<file path="config.mk">
export PLATFORM = sky130hd
export DESIGN_NAME = z80BusSubsystem
export DESIGN_NICKNAME = d
export VERILOG_FILES = /design/src/logic/z80BusPkg.sv /design/src/logic/z80BusSubsystem.sv /design/src/logic/busArbiter.sv /design/src/logic/dmaBlockMover.sv /design/src/logic/busStrobeGen.sv /design/src/logic/tStateSequencer.sv
export VERILOG_INCLUDE_DIRS = /design/src /design/src/logic
export SDC_FILE = /design/constraint.sdc
export NUM_CORES = 1
export LEC_CHECK = 0
export ABC_AREA = 1
export BUFFER_PORTS_ARGS = -buffer_cell sky130_fd_sc_hd__buf_2
export CAP_MARGIN = 20
export CORE_ASPECT_RATIO = 0.8
export CORE_MARGIN = 2
export CORE_UTILIZATION = 55
export CTS_CLUSTER_DIAMETER = 150
export DETAILED_ROUTE_END_ITERATION = 7
export PLACE_DENSITY = 0.79
export SYNTH_ARGS = -nofsm -noshare
export SYNTH_HDL_FRONTEND = slang
export SYNTH_SLANG_ARGS = --single-unit
</file>
<file path="constraint.sdc">
create_clock -name CLK_n -period 6.29 [get_ports CLK_n]
set_clock_uncertainty 0.15 [all_clocks]
set_input_delay 1.258 -clock CLK_n [delete_from_list [all_inputs] [get_ports CLK_n]]
set_output_delay 1.258 -clock CLK_n [all_outputs]
set_load 0.05 [all_outputs]
</file>
<file path="src/logic/z80Bus_cfg.svh">
// Bus widths and timing constants for the Z80 bus unit, included by the package and the sequencer
`ifndef Z80_BUS_CFG_SVH
`define Z80_BUS_CFG_SVH

// Address bus width of the Z80 memory and I/O space
`define Z80_ADDR_W 16

// Data bus width
`define Z80_DATA_W 8

// Automatic wait states the Z80 adds to every I/O cycle after T2
`define Z80_IO_WAITS 1

// Width of the refresh row counter placed on the low address bits
`define Z80_RFSH_W 7

// Byte count width of a DMA block move
`define DMA_LEN_W 16

`endif
</file>
<file path="src/logic/z80BusPkg.sv">
// Shared bus types and state encodings, imported by every block of the bus unit
`default_nettype none

`include "z80Bus_cfg.svh"

package z80BusPkg;

    // Memory or I/O address as it appears on A
    typedef logic [`Z80_ADDR_W-1:0] busAddr_t;

    // One byte on the data bus
    typedef logic [`Z80_DATA_W-1:0] busData_t;

    // Refresh row, driven on the low address bits during refresh
    typedef logic [`Z80_RFSH_W-1:0] rfshCount_t;

    // Number of bytes in a block move
    typedef logic [`DMA_LEN_W-1:0] dmaLen_t;

    // Kind of machine cycle that the sequencer runs
    typedef enum logic [2:0] {
        fetch,
        memRead,
        memWrite,
        ioRead,
        ioWrite
    } cycleKind_t;

    // T-state of the current machine cycle, idle between cycles
    typedef enum logic [2:0] {
        idle,
        t1,
        t2,
        tw,
        t3,
        t4
    } tState_t;

    // Master that currently owns the cycle sequencer
    typedef enum logic {
        host,
        dma
    } busOwner_t;

endpackage

`default_nettype wire

</file>
<file path="src/logic/z80BusSubsystem.sv">
// Top level of the Z80 external bus unit with host port, DMA engine and shared bus strobes
`default_nettype none

module z80BusSubsystem (
    input  wire                        CLK_n,
    input  wire                        Reset_s,
    input  wire                        reqValid_i,
    input  wire z80BusPkg::cycleKind_t reqKind_i,
    input  wire z80BusPkg::busAddr_t   reqAddr_i,
    input  wire z80BusPkg::busData_t   reqWrData_i,
    output logic                       reqReady_o,
    output logic                       rspValid_o,
    output z80BusPkg::busData_t        rspData_o,
    input  wire                        dmaStart_i,
    input  wire z80BusPkg::busAddr_t   dmaSrc_i,
    input  wire z80BusPkg::busAddr_t   dmaDst_i,
    input  wire z80BusPkg::dmaLen_t    dmaLen_i,
    output logic                       dmaBusy_o,
    input  wire                        wait_i,
    input  wire z80BusPkg::busData_t   d_i,
    output z80BusPkg::busAddr_t        a_o,
    output z80BusPkg::busData_t        d_o,
    output logic                       m1N_o,
    output logic                       mreqN_o,
    output logic                       iorqN_o,
    output logic                       rdN_o,
    output logic                       wrN_o,
    output logic                       rfshN_o,
    output logic                       busakN_o
);

    import z80BusPkg::*;

    logic       hostGrant;
    logic       dmaGrant;
    logic       dmaReq;
    cycleKind_t dmaKind;
    busAddr_t   dmaAddr;
    busData_t   dmaWrData;
    logic       cycStart;
    cycleKind_t cycKind;
    busAddr_t   cycAddr;
    busData_t   cycWrData;
    logic       cycIdle;
    tState_t    tState;
    cycleKind_t seqKind;
    rfshCount_t rfshAddr;
    busData_t   rdData;
    logic       cycDone;

    busArbiter arbiter (
        .CLK_n(CLK_n), .Reset_s(Reset_s),
        .hostReq_i(reqValid_i), .hostKind_i(reqKind_i),
        .hostAddr_i(reqAddr_i), .hostWrData_i(reqWrData_i),
        .dmaReq_i(dmaReq), .dmaKind_i(dmaKind),
        .dmaAddr_i(dmaAddr), .dmaWrData_i(dmaWrData),
        .dmaBusy_i(dmaBusy_o), .cycIdle_i(cycIdle),
        .hostGrant_o(hostGrant), .dmaGrant_o(dmaGrant),
        .cycStart_o(cycStart), .cycKind_o(cycKind),
        .cycAddr_o(cycAddr), .cycWrData_o(cycWrData),
        .busakN_o(busakN_o)
    );

    tStateSequencer sequencer (
        .CLK_n(CLK_n), .Reset_s(Reset_s),
        .cycStart_i(cycStart), .cycKind_i(cycKind),
        .cycAddr_i(cycAddr), .cycWrData_i(cycWrData),
        .wait_i(wait_i), .rfshAddr_i(rfshAddr),
        .tState_o(tState), .cycKind_o(seqKind), .cycIdle_o(cycIdle),
        .a_o(a_o), .d_o(d_o)
    );

    busStrobeGen strobeGen (
        .CLK_n(CLK_n), .Reset_s(Reset_s),
        .tState_i(tState), .cycKind_i(seqKind), .d_i(d_i),
        .m1N_o(m1N_o), .mreqN_o(mreqN_o), .iorqN_o(iorqN_o),
        .rdN_o(rdN_o), .wrN_o(wrN_o), .rfshN_o(rfshN_o),
        .rfshAddr_o(rfshAddr), .rdData_o(rdData), .cycDone_o(cycDone)
    );

    dmaBlockMover dmaEngine (
        .CLK_n(CLK_n), .Reset_s(Reset_s),
        .dmaStart_i(dmaStart_i), .dmaSrc_i(dmaSrc_i),
        .dmaDst_i(dmaDst_i), .dmaLen_i(dmaLen_i),
        .dmaGrant_i(dmaGrant), .cycDone_i(cycDone), .rdData_i(rdData),
        .dmaReq_o(dmaReq), .dmaKind_o(dmaKind),
        .dmaAddr_o(dmaAddr), .dmaWrData_o(dmaWrData),
        .dmaBusy_o(dmaBusy_o)
    );

    // The host sees a response only for cycles it owns, BUSAK high means host
    assign reqReady_o = hostGrant;
    assign rspValid_o = cycDone && busakN_o;
    assign rspData_o  = rdData;

endmodule

`default_nettype wire

</file>
<file path="src/logic/busArbiter.sv">
// Arbiter that hands the cycle sequencer to the host port or the DMA engine between cycles
`default_nettype none

module busArbiter (
    input  wire                        CLK_n,
    input  wire                        Reset_s,
    input  wire                        hostReq_i,
    input  wire z80BusPkg::cycleKind_t hostKind_i,
    input  wire z80BusPkg::busAddr_t   hostAddr_i,
    input  wire z80BusPkg::busData_t   hostWrData_i,
    input  wire                        dmaReq_i,
    input  wire z80BusPkg::cycleKind_t dmaKind_i,
    input  wire z80BusPkg::busAddr_t   dmaAddr_i,
    input  wire z80BusPkg::busData_t   dmaWrData_i,
    input  wire                        dmaBusy_i,
    input  wire                        cycIdle_i,
    output logic                       hostGrant_o,
    output logic                       dmaGrant_o,
    output logic                       cycStart_o,
    output z80BusPkg::cycleKind_t      cycKind_o,
    output z80BusPkg::busAddr_t        cycAddr_o,
    output z80BusPkg::busData_t        cycWrData_o,
    output logic                       busakN_o
);

    import z80BusPkg::*;

    busOwner_t owner;

    // DMA wins a free sequencer; the host also waits out a whole block move
    assign dmaGrant_o  = dmaReq_i && cycIdle_i;
    assign hostGrant_o = hostReq_i && cycIdle_i && (owner == host) && !dmaBusy_i
                         && !dmaReq_i;
    assign cycStart_o  = hostGrant_o || dmaGrant_o;

    assign cycKind_o   = dmaGrant_o ? dmaKind_i : hostKind_i;
    assign cycAddr_o   = dmaGrant_o ? dmaAddr_i : hostAddr_i;
    assign cycWrData_o = dmaGrant_o ? dmaWrData_i : hostWrData_i;

    // Ownership passes to DMA at its first grant and back when the block is done
    always_ff @(posedge CLK_n or negedge Reset_s) begin
        if (!Reset_s) begin
            owner <= host;
        end else if (dmaGrant_o) begin
            owner <= dma;
        end else if (owner == dma && !dmaBusy_i) begin
            owner <= host;
        end
    end

    assign busakN_o = (owner != dma);

endmodule

`default_nettype wire

</file>
<file path="src/logic/dmaBlockMover.sv">
// Block-move DMA master that copies memory by alternating read and write cycles
`default_nettype none

module dmaBlockMover (
    input  wire                        CLK_n,
    input  wire                        Reset_s,
    input  wire                        dmaStart_i,
    input  wire z80BusPkg::busAddr_t   dmaSrc_i,
    input  wire z80BusPkg::busAddr_t   dmaDst_i,
    input  wire z80BusPkg::dmaLen_t    dmaLen_i,
    input  wire                        dmaGrant_i,
    input  wire                        cycDone_i,
    input  wire z80BusPkg::busData_t   rdData_i,
    output logic                       dmaReq_o,
    output z80BusPkg::cycleKind_t      dmaKind_o,
    output z80BusPkg::busAddr_t        dmaAddr_o,
    output z80BusPkg::busData_t        dmaWrData_o,
    output logic                       dmaBusy_o
);

    import z80BusPkg::*;

    busAddr_t srcPtr;
    busAddr_t dstPtr;
    dmaLen_t  remaining;
    busData_t heldByte;

    logic busy;
    logic writePhase;
    logic reqPending;

    // A done pulse is ours only after our request was granted
    logic ownDone;

    assign ownDone = busy && !reqPending && cycDone_i;

    always_ff @(posedge CLK_n or negedge Reset_s) begin
        if (!Reset_s) begin
            busy       <= 1'b0;
            writePhase <= 1'b0;
            reqPending <= 1'b0;
        end else if (!busy) begin
            // Zero length finishes at once and never touches the bus
            if (dmaStart_i && dmaLen_i != '0) begin
                busy       <= 1'b1;
                writePhase <= 1'b0;
                reqPending <= 1'b1;
            end
        end else if (reqPending) begin
            if (dmaGrant_i) begin
                reqPending <= 1'b0;
            end
        end else if (ownDone) begin
            if (!writePhase) begin
                writePhase <= 1'b1;
                reqPending <= 1'b1;
            end else begin
                writePhase <= 1'b0;
                if (remaining == dmaLen_t'(1)) begin
                    busy <= 1'b0;
                end else begin
                    reqPending <= 1'b1;
                end
            end
        end
    end

    // Pointers advance once a byte has been written
    always_ff @(posedge CLK_n) begin
        if (!busy && dmaStart_i) begin
            srcPtr    <= dmaSrc_i;
            dstPtr    <= dmaDst_i;
            remaining <= dmaLen_i;
        end else if (ownDone) begin
            if (!writePhase) begin
                heldByte <= rdData_i;
            end else begin
                srcPtr    <= srcPtr + 1'b1;
                dstPtr    <= dstPtr + 1'b1;
                remaining <= remaining - 1'b1;
            end
        end
    end

    assign dmaReq_o    = reqPending;
    assign dmaKind_o   = writePhase ? memWrite : memRead;
    assign dmaAddr_o   = writePhase ? dstPtr : srcPtr;
    assign dmaWrData_o = heldByte;
    assign dmaBusy_o   = busy;

endmodule

`default_nettype wire

</file>
<file path="src/logic/busStrobeGen.sv">
// Z80 bus strobe generator that turns T-state and cycle kind into MREQ, IORQ, RD, WR, M1, RFSH
`default_nettype none

module busStrobeGen (
    input  wire                        CLK_n,
    input  wire                        Reset_s,
    input  wire z80BusPkg::tState_t    tState_i,
    input  wire z80BusPkg::cycleKind_t cycKind_i,
    input  wire z80BusPkg::busData_t   d_i,
    output logic                       m1N_o,
    output logic                       mreqN_o,
    output logic                       iorqN_o,
    output logic                       rdN_o,
    output logic                       wrN_o,
    output logic                       rfshN_o,
    output z80BusPkg::rfshCount_t      rfshAddr_o,
    output z80BusPkg::busData_t        rdData_o,
    output logic                       cycDone_o
);

    import z80BusPkg::*;

    logic isFetch;
    logic isIo;
    logic isMem;
    logic isRead;

    // Strobe requests, all changed on the falling edge
    logic memRq;
    logic ioRq;
    logic rdRq;
    logic wrRq;
    logic rfshRq;

    // IORQ follows its request half a cycle late, on the next rising edge
    logic ioDelay;
    logic ioGate;
    logic fetchDrop;

    rfshCount_t rfshCnt;
    busData_t   opcodeLatch;
    busData_t   dataLatch;

    assign isFetch = (cycKind_i == fetch);
    assign isIo    = (cycKind_i == ioRead) || (cycKind_i == ioWrite);
    assign isMem   = isFetch || (cycKind_i == memRead) || (cycKind_i == memWrite);
    assign isRead  = isFetch || (cycKind_i == memRead) || (cycKind_i == ioRead);

    always_ff @(negedge CLK_n or negedge Reset_s) begin
        if (!Reset_s) begin
            memRq  <= 1'b0;
            ioRq   <= 1'b0;
            rdRq   <= 1'b0;
            wrRq   <= 1'b0;
            rfshRq <= 1'b0;
        end else begin
            case (tState_i)
                t1: begin
                    memRq <= isMem;
                    ioRq  <= isIo;
                    rdRq  <= isRead;
                    // I/O write takes WR with IORQ, a memory write waits for T2
                    wrRq  <= (cycKind_i == ioWrite);
                end
                t2: begin
                    if (cycKind_i == memWrite) begin
                        wrRq <= 1'b1;
                    end
                end
                t3: begin
                    memRq <= 1'b0;
                    ioRq  <= 1'b0;
                    rdRq  <= 1'b0;
                    wrRq  <= 1'b0;
                end
                default: ;
            endcase
            // Refresh MREQ spans falling T3 to falling T4 of a fetch
            rfshRq <= isFetch && (tState_i == t3);
        end
    end

    always_ff @(posedge CLK_n or negedge Reset_s) begin
        if (!Reset_s) begin
            ioDelay   <= 1'b0;
            cycDone_o <= 1'b0;
            rfshCnt   <= '0;
        end else begin
            ioDelay <= ioRq;
            // Done follows the last T-state by one cycle
            cycDone_o <= (tState_i == t4) || (tState_i == t3 && !isFetch);
            // One refresh row per fetch, stepped as T4 ends
            if (isFetch && tState_i == t4) begin
                rfshCnt <= rfshCnt + 1'b1;
            end
        end
    end

    // The opcode is taken at the rising edge that opens T3, when RD drops early.
    // Every rising edge in T2 and TW overwrites it, so the last one wins
    always_ff @(posedge CLK_n) begin
        if (isFetch && (tState_i == t2 || tState_i == tw)) begin
            opcodeLatch <= d_i;
        end
    end

    // Plain memory and I/O reads are latched on the falling edge in T3
    always_ff @(negedge CLK_n) begin
        if (tState_i == t3 && !isFetch) begin
            dataLatch <= d_i;
        end
    end

    // In an opcode fetch MREQ and RD leave at the start of T3 instead of its middle
    assign fetchDrop = isFetch && (tState_i == t3);
    assign ioGate    = !ioRq || ioDelay;

    assign mreqN_o = !((memRq && !fetchDrop) || rfshRq);
    assign iorqN_o = !(ioRq && ioDelay);
    assign rdN_o   = !(rdRq && !fetchDrop && ioGate);
    assign wrN_o   = !(wrRq && ioGate);

    // M1 marks the opcode part of a fetch, RFSH its refresh part
    assign m1N_o   = !(isFetch && (tState_i == t1 || tState_i == t2 || tState_i == tw));
    assign rfshN_o = !(isFetch && (tState_i == t3 || tState_i == t4));

    assign rfshAddr_o = rfshCnt;
    assign rdData_o   = isFetch ? opcodeLatch : dataLatch;

endmodule

`default_nettype wire

</file>
<file path="src/logic/tStateSequencer.sv">
// Machine cycle sequencer that steps T-states, inserts wait states and drives the address bus
`default_nettype none

`include "z80Bus_cfg.svh"

module tStateSequencer (
    input  wire                      CLK_n,
    input  wire                      Reset_s,
    input  wire                      cycStart_i,
    input  wire z80BusPkg::cycleKind_t cycKind_i,
    input  wire z80BusPkg::busAddr_t   cycAddr_i,
    input  wire z80BusPkg::busData_t   cycWrData_i,
    input  wire                      wait_i,
    input  wire z80BusPkg::rfshCount_t rfshAddr_i,
    output z80BusPkg::tState_t       tState_o,
    output z80BusPkg::cycleKind_t    cycKind_o,
    output logic                     cycIdle_o,
    output z80BusPkg::busAddr_t      a_o,
    output z80BusPkg::busData_t      d_o
);

    import z80BusPkg::*;

    tState_t    tState;
    cycleKind_t kindReg;
    busAddr_t   addrReg;
    busData_t   dataReg;

    // Wait states still owed to the current cycle, automatic ones included
    logic [2:0] waitsOwed;
    logic [2:0] nextOwed;
    logic       waitSample;
    logic       rfshSlot;

    // WAIT is sampled half a cycle before the rising edge that decides on TW
    always_ff @(negedge CLK_n or negedge Reset_s) begin
        if (!Reset_s) begin
            waitSample <= 1'b1;
        end else begin
            waitSample <= wait_i;
        end
    end

    // A low WAIT sample in T2 or TW adds one more TW on top of what is owed
    assign nextOwed = waitsOwed + {2'b00, ~waitSample};

    always_ff @(posedge CLK_n or negedge Reset_s) begin
        if (!Reset_s) begin
            tState    <= idle;
            kindReg   <= memRead;
            waitsOwed <= '0;
        end else begin
            case (tState)
                idle: begin
                    if (cycStart_i) begin
                        tState  <= t1;
                        kindReg <= cycKind_i;
                        // I/O cycles carry the automatic TW after T2
                        if (cycKind_i == ioRead || cycKind_i == ioWrite) begin
                            waitsOwed <= 3'(`Z80_IO_WAITS);
                        end else begin
                            waitsOwed <= '0;
                        end
                    end
                end
                t1: tState <= t2;
                t2, tw: begin
                    if (nextOwed != '0) begin
                        tState    <= tw;
                        waitsOwed <= nextOwed - 3'd1;
                    end else begin
                        tState <= t3;
                    end
                end
                // Only the opcode fetch has a T4, used for refresh
                t3: tState <= (kindReg == fetch) ? t4 : idle;
                default: tState <= idle;
            endcase
        end
    end

    // Address and write data are held for the whole cycle
    always_ff @(posedge CLK_n) begin
        if (tState == idle && cycStart_i) begin
            addrReg <= cycAddr_i;
            dataReg <= cycWrData_i;
        end
    end

    // T3 and T4 of a fetch belong to refresh, so the refresh row replaces the address
    assign rfshSlot = (kindReg == fetch) && (tState == t3 || tState == t4);
    assign a_o = rfshSlot ?
        busAddr_t'({{(`Z80_ADDR_W - `Z80_RFSH_W){1'b0}}, rfshAddr_i}) : addrReg;

    assign d_o       = dataReg;
    assign tState_o  = tState;
    assign cycKind_o = kindReg;
    assign cycIdle_o = (tState == idle);

endmodule

`default_nettype wire

</file>
==> flow_metrics.env <==
export IMPL_timing_final_max_slew_violations=0
export IMPL_number_of_synthesized_register_bits=124
export IMPL_routed_via_count=5645
export IMPL_rsz_0062_raised_after_global_routing="false"
export IMPL_critPathCaptureType="primary output"
export IMPL_detailedPlacementHpwl_um=11100
export IMPL_criticalPathCategory="register to primary output"
export IMPL_switching_share_pct=36.8
export IMPL_cellPowerDensity_nw_per_um2=377
export IMPL_placement_io_buffers=129
export IMPL_antenna_diode_count=0
export IMPL_reg2reg_from="sequencer.waitSample"
export IMPL_fill_cells=960
export IMPL_worst_skew_pair_late_latency_ns=0.44
export IMPL_sum_of_buffers_and_inverters_on_the_critical_path=2
export IMPL_postSynthCellCount=762
export IMPL_cp_num_cells=4
export IMPL_finalPower_uw=2990
export IMPL_yosysSeqAreaShare_pct=54.6
export IMPL_grt_max_degree=58
export IMPL_total_leakage_power_uw=0.00364
export IMPL_worstHoldPathType="register to register"
export IMPL_core_region_area_sq_um=11600
export IMPL_seqPwrFrac_pct=38.7
export IMPL_iteration_0_drc_count_of_the_detailed_router=590
export IMPL_seq_area_sq_um=3590
export IMPL_cts_hold_fix_buffers=0
export IMPL_crit_arrival_ns=4.66
export IMPL_setup_slack_ns=0.222
export IMPL_maxCapViolCount=0
export IMPL_synthesized_area_fraction_occupied_by_xor_and_xnor_cells_pct=2.80
export IMPL_critical_path_startpoint="strobeGen.ioRq"
export IMPL_worst_slew_pin_slew_ns=0.744
export IMPL_cts_tree="yes"
export IMPL_vdd_drop_max_mv=0.230
export IMPL_cts_root_buffer="clkbuf_16"
export IMPL_final_hold_violation_count=0
export IMPL_power_switching_uw=1100
export IMPL_cts_reportedPaths_clkPinSlew_ns=0.04
export IMPL_post_route_drc_count=0
export IMPL_critical_path_startpoint_type="register"
export IMPL_power_internal_uw=1890
export IMPL_placement_rows=35
export IMPL_worstPathCellList="inv_1, or2_2, nand3_1, buf_2"
export IMPL_combinational_family_with_the_most_area_after_synthesis="simple AND/OR/NAND/NOR gates"
export IMPL_globalRouteTotalUtil_pct=25.2
export IMPL_result_of_the_run="complete, no violations"
export IMPL_comb_power_share_pct=29.0
export IMPL_globalRoute_totalOverflow=0
export IMPL_synth_compound_gate_area_share_pct=7.65
export IMPL_wl_per_cell_um=14.6
export IMPL_max_slew_margin_vs_limit_pct=50.3
export IMPL_worst_endpoint_required_ns=4.88
export IMPL_crit_family="flip-flops"
export IMPL_grt_first_pass_wirelength_um=25000
export IMPL_fin_setup_tns_ns=0
export IMPL_final_layout_size_suffix_gt1_share_pct=20.6
export IMPL_synthSimpleGateAreaFrac_pct=26.3
export IMPL_place_worst_setup_slack_ns=0.633
export IMPL_floorplan_initialDensity_pct=56.8
export IMPL_synthMuxAreaShare_pct=0
export IMPL_summed_area_of_non_filler_cells_in_the_final_layout_sq_um=7940
export IMPL_nNetsFinal=1001
export IMPL_worstRegToRegCells=12
export IMPL_setup_viol=0
export IMPL_path_max_fanout=3
export IMPL_htree_levels=4
export IMPL_die_width_um=126
export IMPL_gp_congestion=0.916
export IMPL_yosys_warnings=0
export IMPL_post_cts_setup_buffers=0
export IMPL_syn_avg_cell_area_sq_um=8.61
export IMPL_drt_total_wl_um=15600
export IMPL_syn_nets=859
export IMPL_vias_in_the_first_global_route=5125
export IMPL_initial_antenna_violation_count=0
export IMPL_adder_and_majority_gate_portion_of_the_synthesized_area_pct=1.72
export IMPL_worst_r2r_endpoint="sequencer.waitsOwed[0]"
export IMPL_yosysUniqueCellTypes=38
export IMPL_cts_repair_resize_count=0
export IMPL_endpoint="rdN_o"
export IMPL_critical_path_max_stage_delay_ns=0.43
export IMPL_syn_area_sq_um=6560
export IMPL_floorplan_die_height_um=102
export IMPL_drt_antenna_violating_nets=0
export IMPL_avgViaCountPerCell=5.30
export IMPL_full_die_area_sq_um=12800
export IMPL_drt_pre_antenna_iters=5
export IMPL_multi_input_area_sq_um=2540
export IMPL_numClockSinks=124
export IMPL_ports_placed_on_the_boundary=130
export IMPL_cp_slowest_cell="dfrtn_1"
export IMPL_placement_cell_area_sq_um=7340
export IMPL_areaGrowthSynthToFinish_pct=20.9
export IMPL_clock_share_of_power_pct=32.3
export IMPL_buffers_from_clock_root_to_sink_at_most=2
export IMPL_regToRegSetupSlack_ns=0.88
export IMPL_cts_buffers_inserted=17
-- cells in the mapped netlist --
cell / count / share of area (%)
nand4_1: 10 / 0.95
o21ai_1: 1 / 0.076
o31ai_1: 1 / 0.11
nand2_1: 251 / 14
nand2_4: 2 / 0.34
nor3_1: 13 / 0.99
buf_1: 1 / 0.057
xor2_1: 15 / 2.0
nor2_1: 77 / 4.4
inv_1: 85 / 4.9
dfrtn_1: 5 / 1.9
dfrtp_1: 21 / 8.0
nor2_2: 4 / 0.38
o21ai_2: 4 / 0.53
edfxtp_1: 96 / 44
o211ai_1: 1 / 0.11
dfstp_2: 2 / 0.80
inv_2: 5 / 0.29
ha_1: 9 / 1.7
nand3b_1: 1 / 0.11
o221ai_1: 12 / 1.6
o21ai_0: 39 / 3.0
o32ai_1: 1 / 0.13
clkbuf_1: 4 / 0.23
a31oi_1: 8 / 0.76
nand3_1: 50 / 3.8
nand3_2: 2 / 0.31
a21oi_1: 13 / 0.99
a211oi_1: 1 / 0.11
nor2_4: 2 / 0.34
buf_4: 2 / 0.23
or2_2: 1 / 0.095
o21a_1: 2 / 0.23
buf_2: 11 / 0.84
buf_6: 2 / 0.34
nand2_2: 1 / 0.095
nor3_2: 1 / 0.15
xnor2_1: 6 / 0.80
-- cell families (layout without fill, tap and decap cells) --
family,count (synthesis),count (layout)
fa+ha+maj,9,9
xor+xnor,21,21
simple gates,415,415
compound gates,83,83
flops,124,124
buf+inv,110,265
-- tightest hold or removal path: cells and delay by family, from the launching register on --
family,cells,cell delay [ns]
flip-flops,1,0.41
AND/OR/NAND/NOR,2,0.14
-- layout by cell type (no fill, tap or decap), types with 9 or more instances in the layout --
cell       count
a21oi_1       13
buf_2        129
clkbuf_16     17
dfrtp_1       21
edfxtp_1      96
ha_1           9
inv_1         93
nand2_1      251
nand3_1       50
nand4_1       10
nor2_1        77
nor3_1        13
o21ai_0       38
o221ai_1      12
xor2_1        15
-- layer usage --
layer	wire, um	up-vias	GRT usage (%)
met4	169	0	6.42
met1	7090	2596	35.5
met3	1240	16	7.18
met2	7080	232	39.0
met5	0	-	0
li1	-	2801	-
-- how the worst min path moves through the flow --
stage                     cells past startpoint  slack (ns)            from        endpoint
final                                         2        0.31  strobeGen.rdRq  strobeGen.rdRq
after global routing                          2        0.35  strobeGen.rdRq  strobeGen.rdRq
after CTS                                     2        0.31  strobeGen.rdRq  strobeGen.rdRq
after detailed placement                      2        0.31  strobeGen.rdRq  strobeGen.rdRq
after global placement                        2        0.30  strobeGen.rdRq  strobeGen.rdRq
after floorplan                               2        0.28  strobeGen.rdRq  strobeGen.rdRq
-- area by class of cell --
class	count	share of cell area, %
Inverter	89	4.21
Timing Repair Buffer	135	8.70
Tap cell	148	2.33
Clock buffer	20	5.63
Sequential cell	124	45.2
Clock inverter	21	1.95
Multi-Input combinational cell	528	32.0
-- power by group through the flow --
stage	combinational (uW)	clock [uW]	sequential (uW)
finish	868	965	1160
global route	954	1020	1170
CTS	865	971	1150
detailed placement	854	9.65	1170
global placement	836	9.65	1160
floorplan	627	9.65	1180
-- sequential cells by signal, indices dropped and copies added, names as in the netlist, 3 cells and up --
name and flops:
dmaEngine.dstPtr 16, dmaEngine.srcPtr 16, strobeGen.opcodeLatch 8, sequencer.waitsOwed 3, dmaEngine.remaining 16, strobeGen.rfshAddr_o 7, dmaEngine.dmaWrData_o 8, strobeGen.dataLatch 8
sequencer.tState_o 3, sequencer.addrReg 16, sequencer.cycKind_o 3, sequencer.d_o 8
-- stage by stage --
stage | utilization (%) | hold slack (ns) | std cells
3_5_place_dp | 63.5 | 0.307 | 1025
6_report | 68.6 | 0.308 | 1065
4_1_cts | 68.6 | 0.305 | 1065
5_1_grt | 68.6 | 0.346 | 1065
3_3_place_gp | 63.4 | 0.300 | 1024
2_1_floorplan | - | 0.280 | 762
Note: power is estimated with default switching activity, not from simulation.
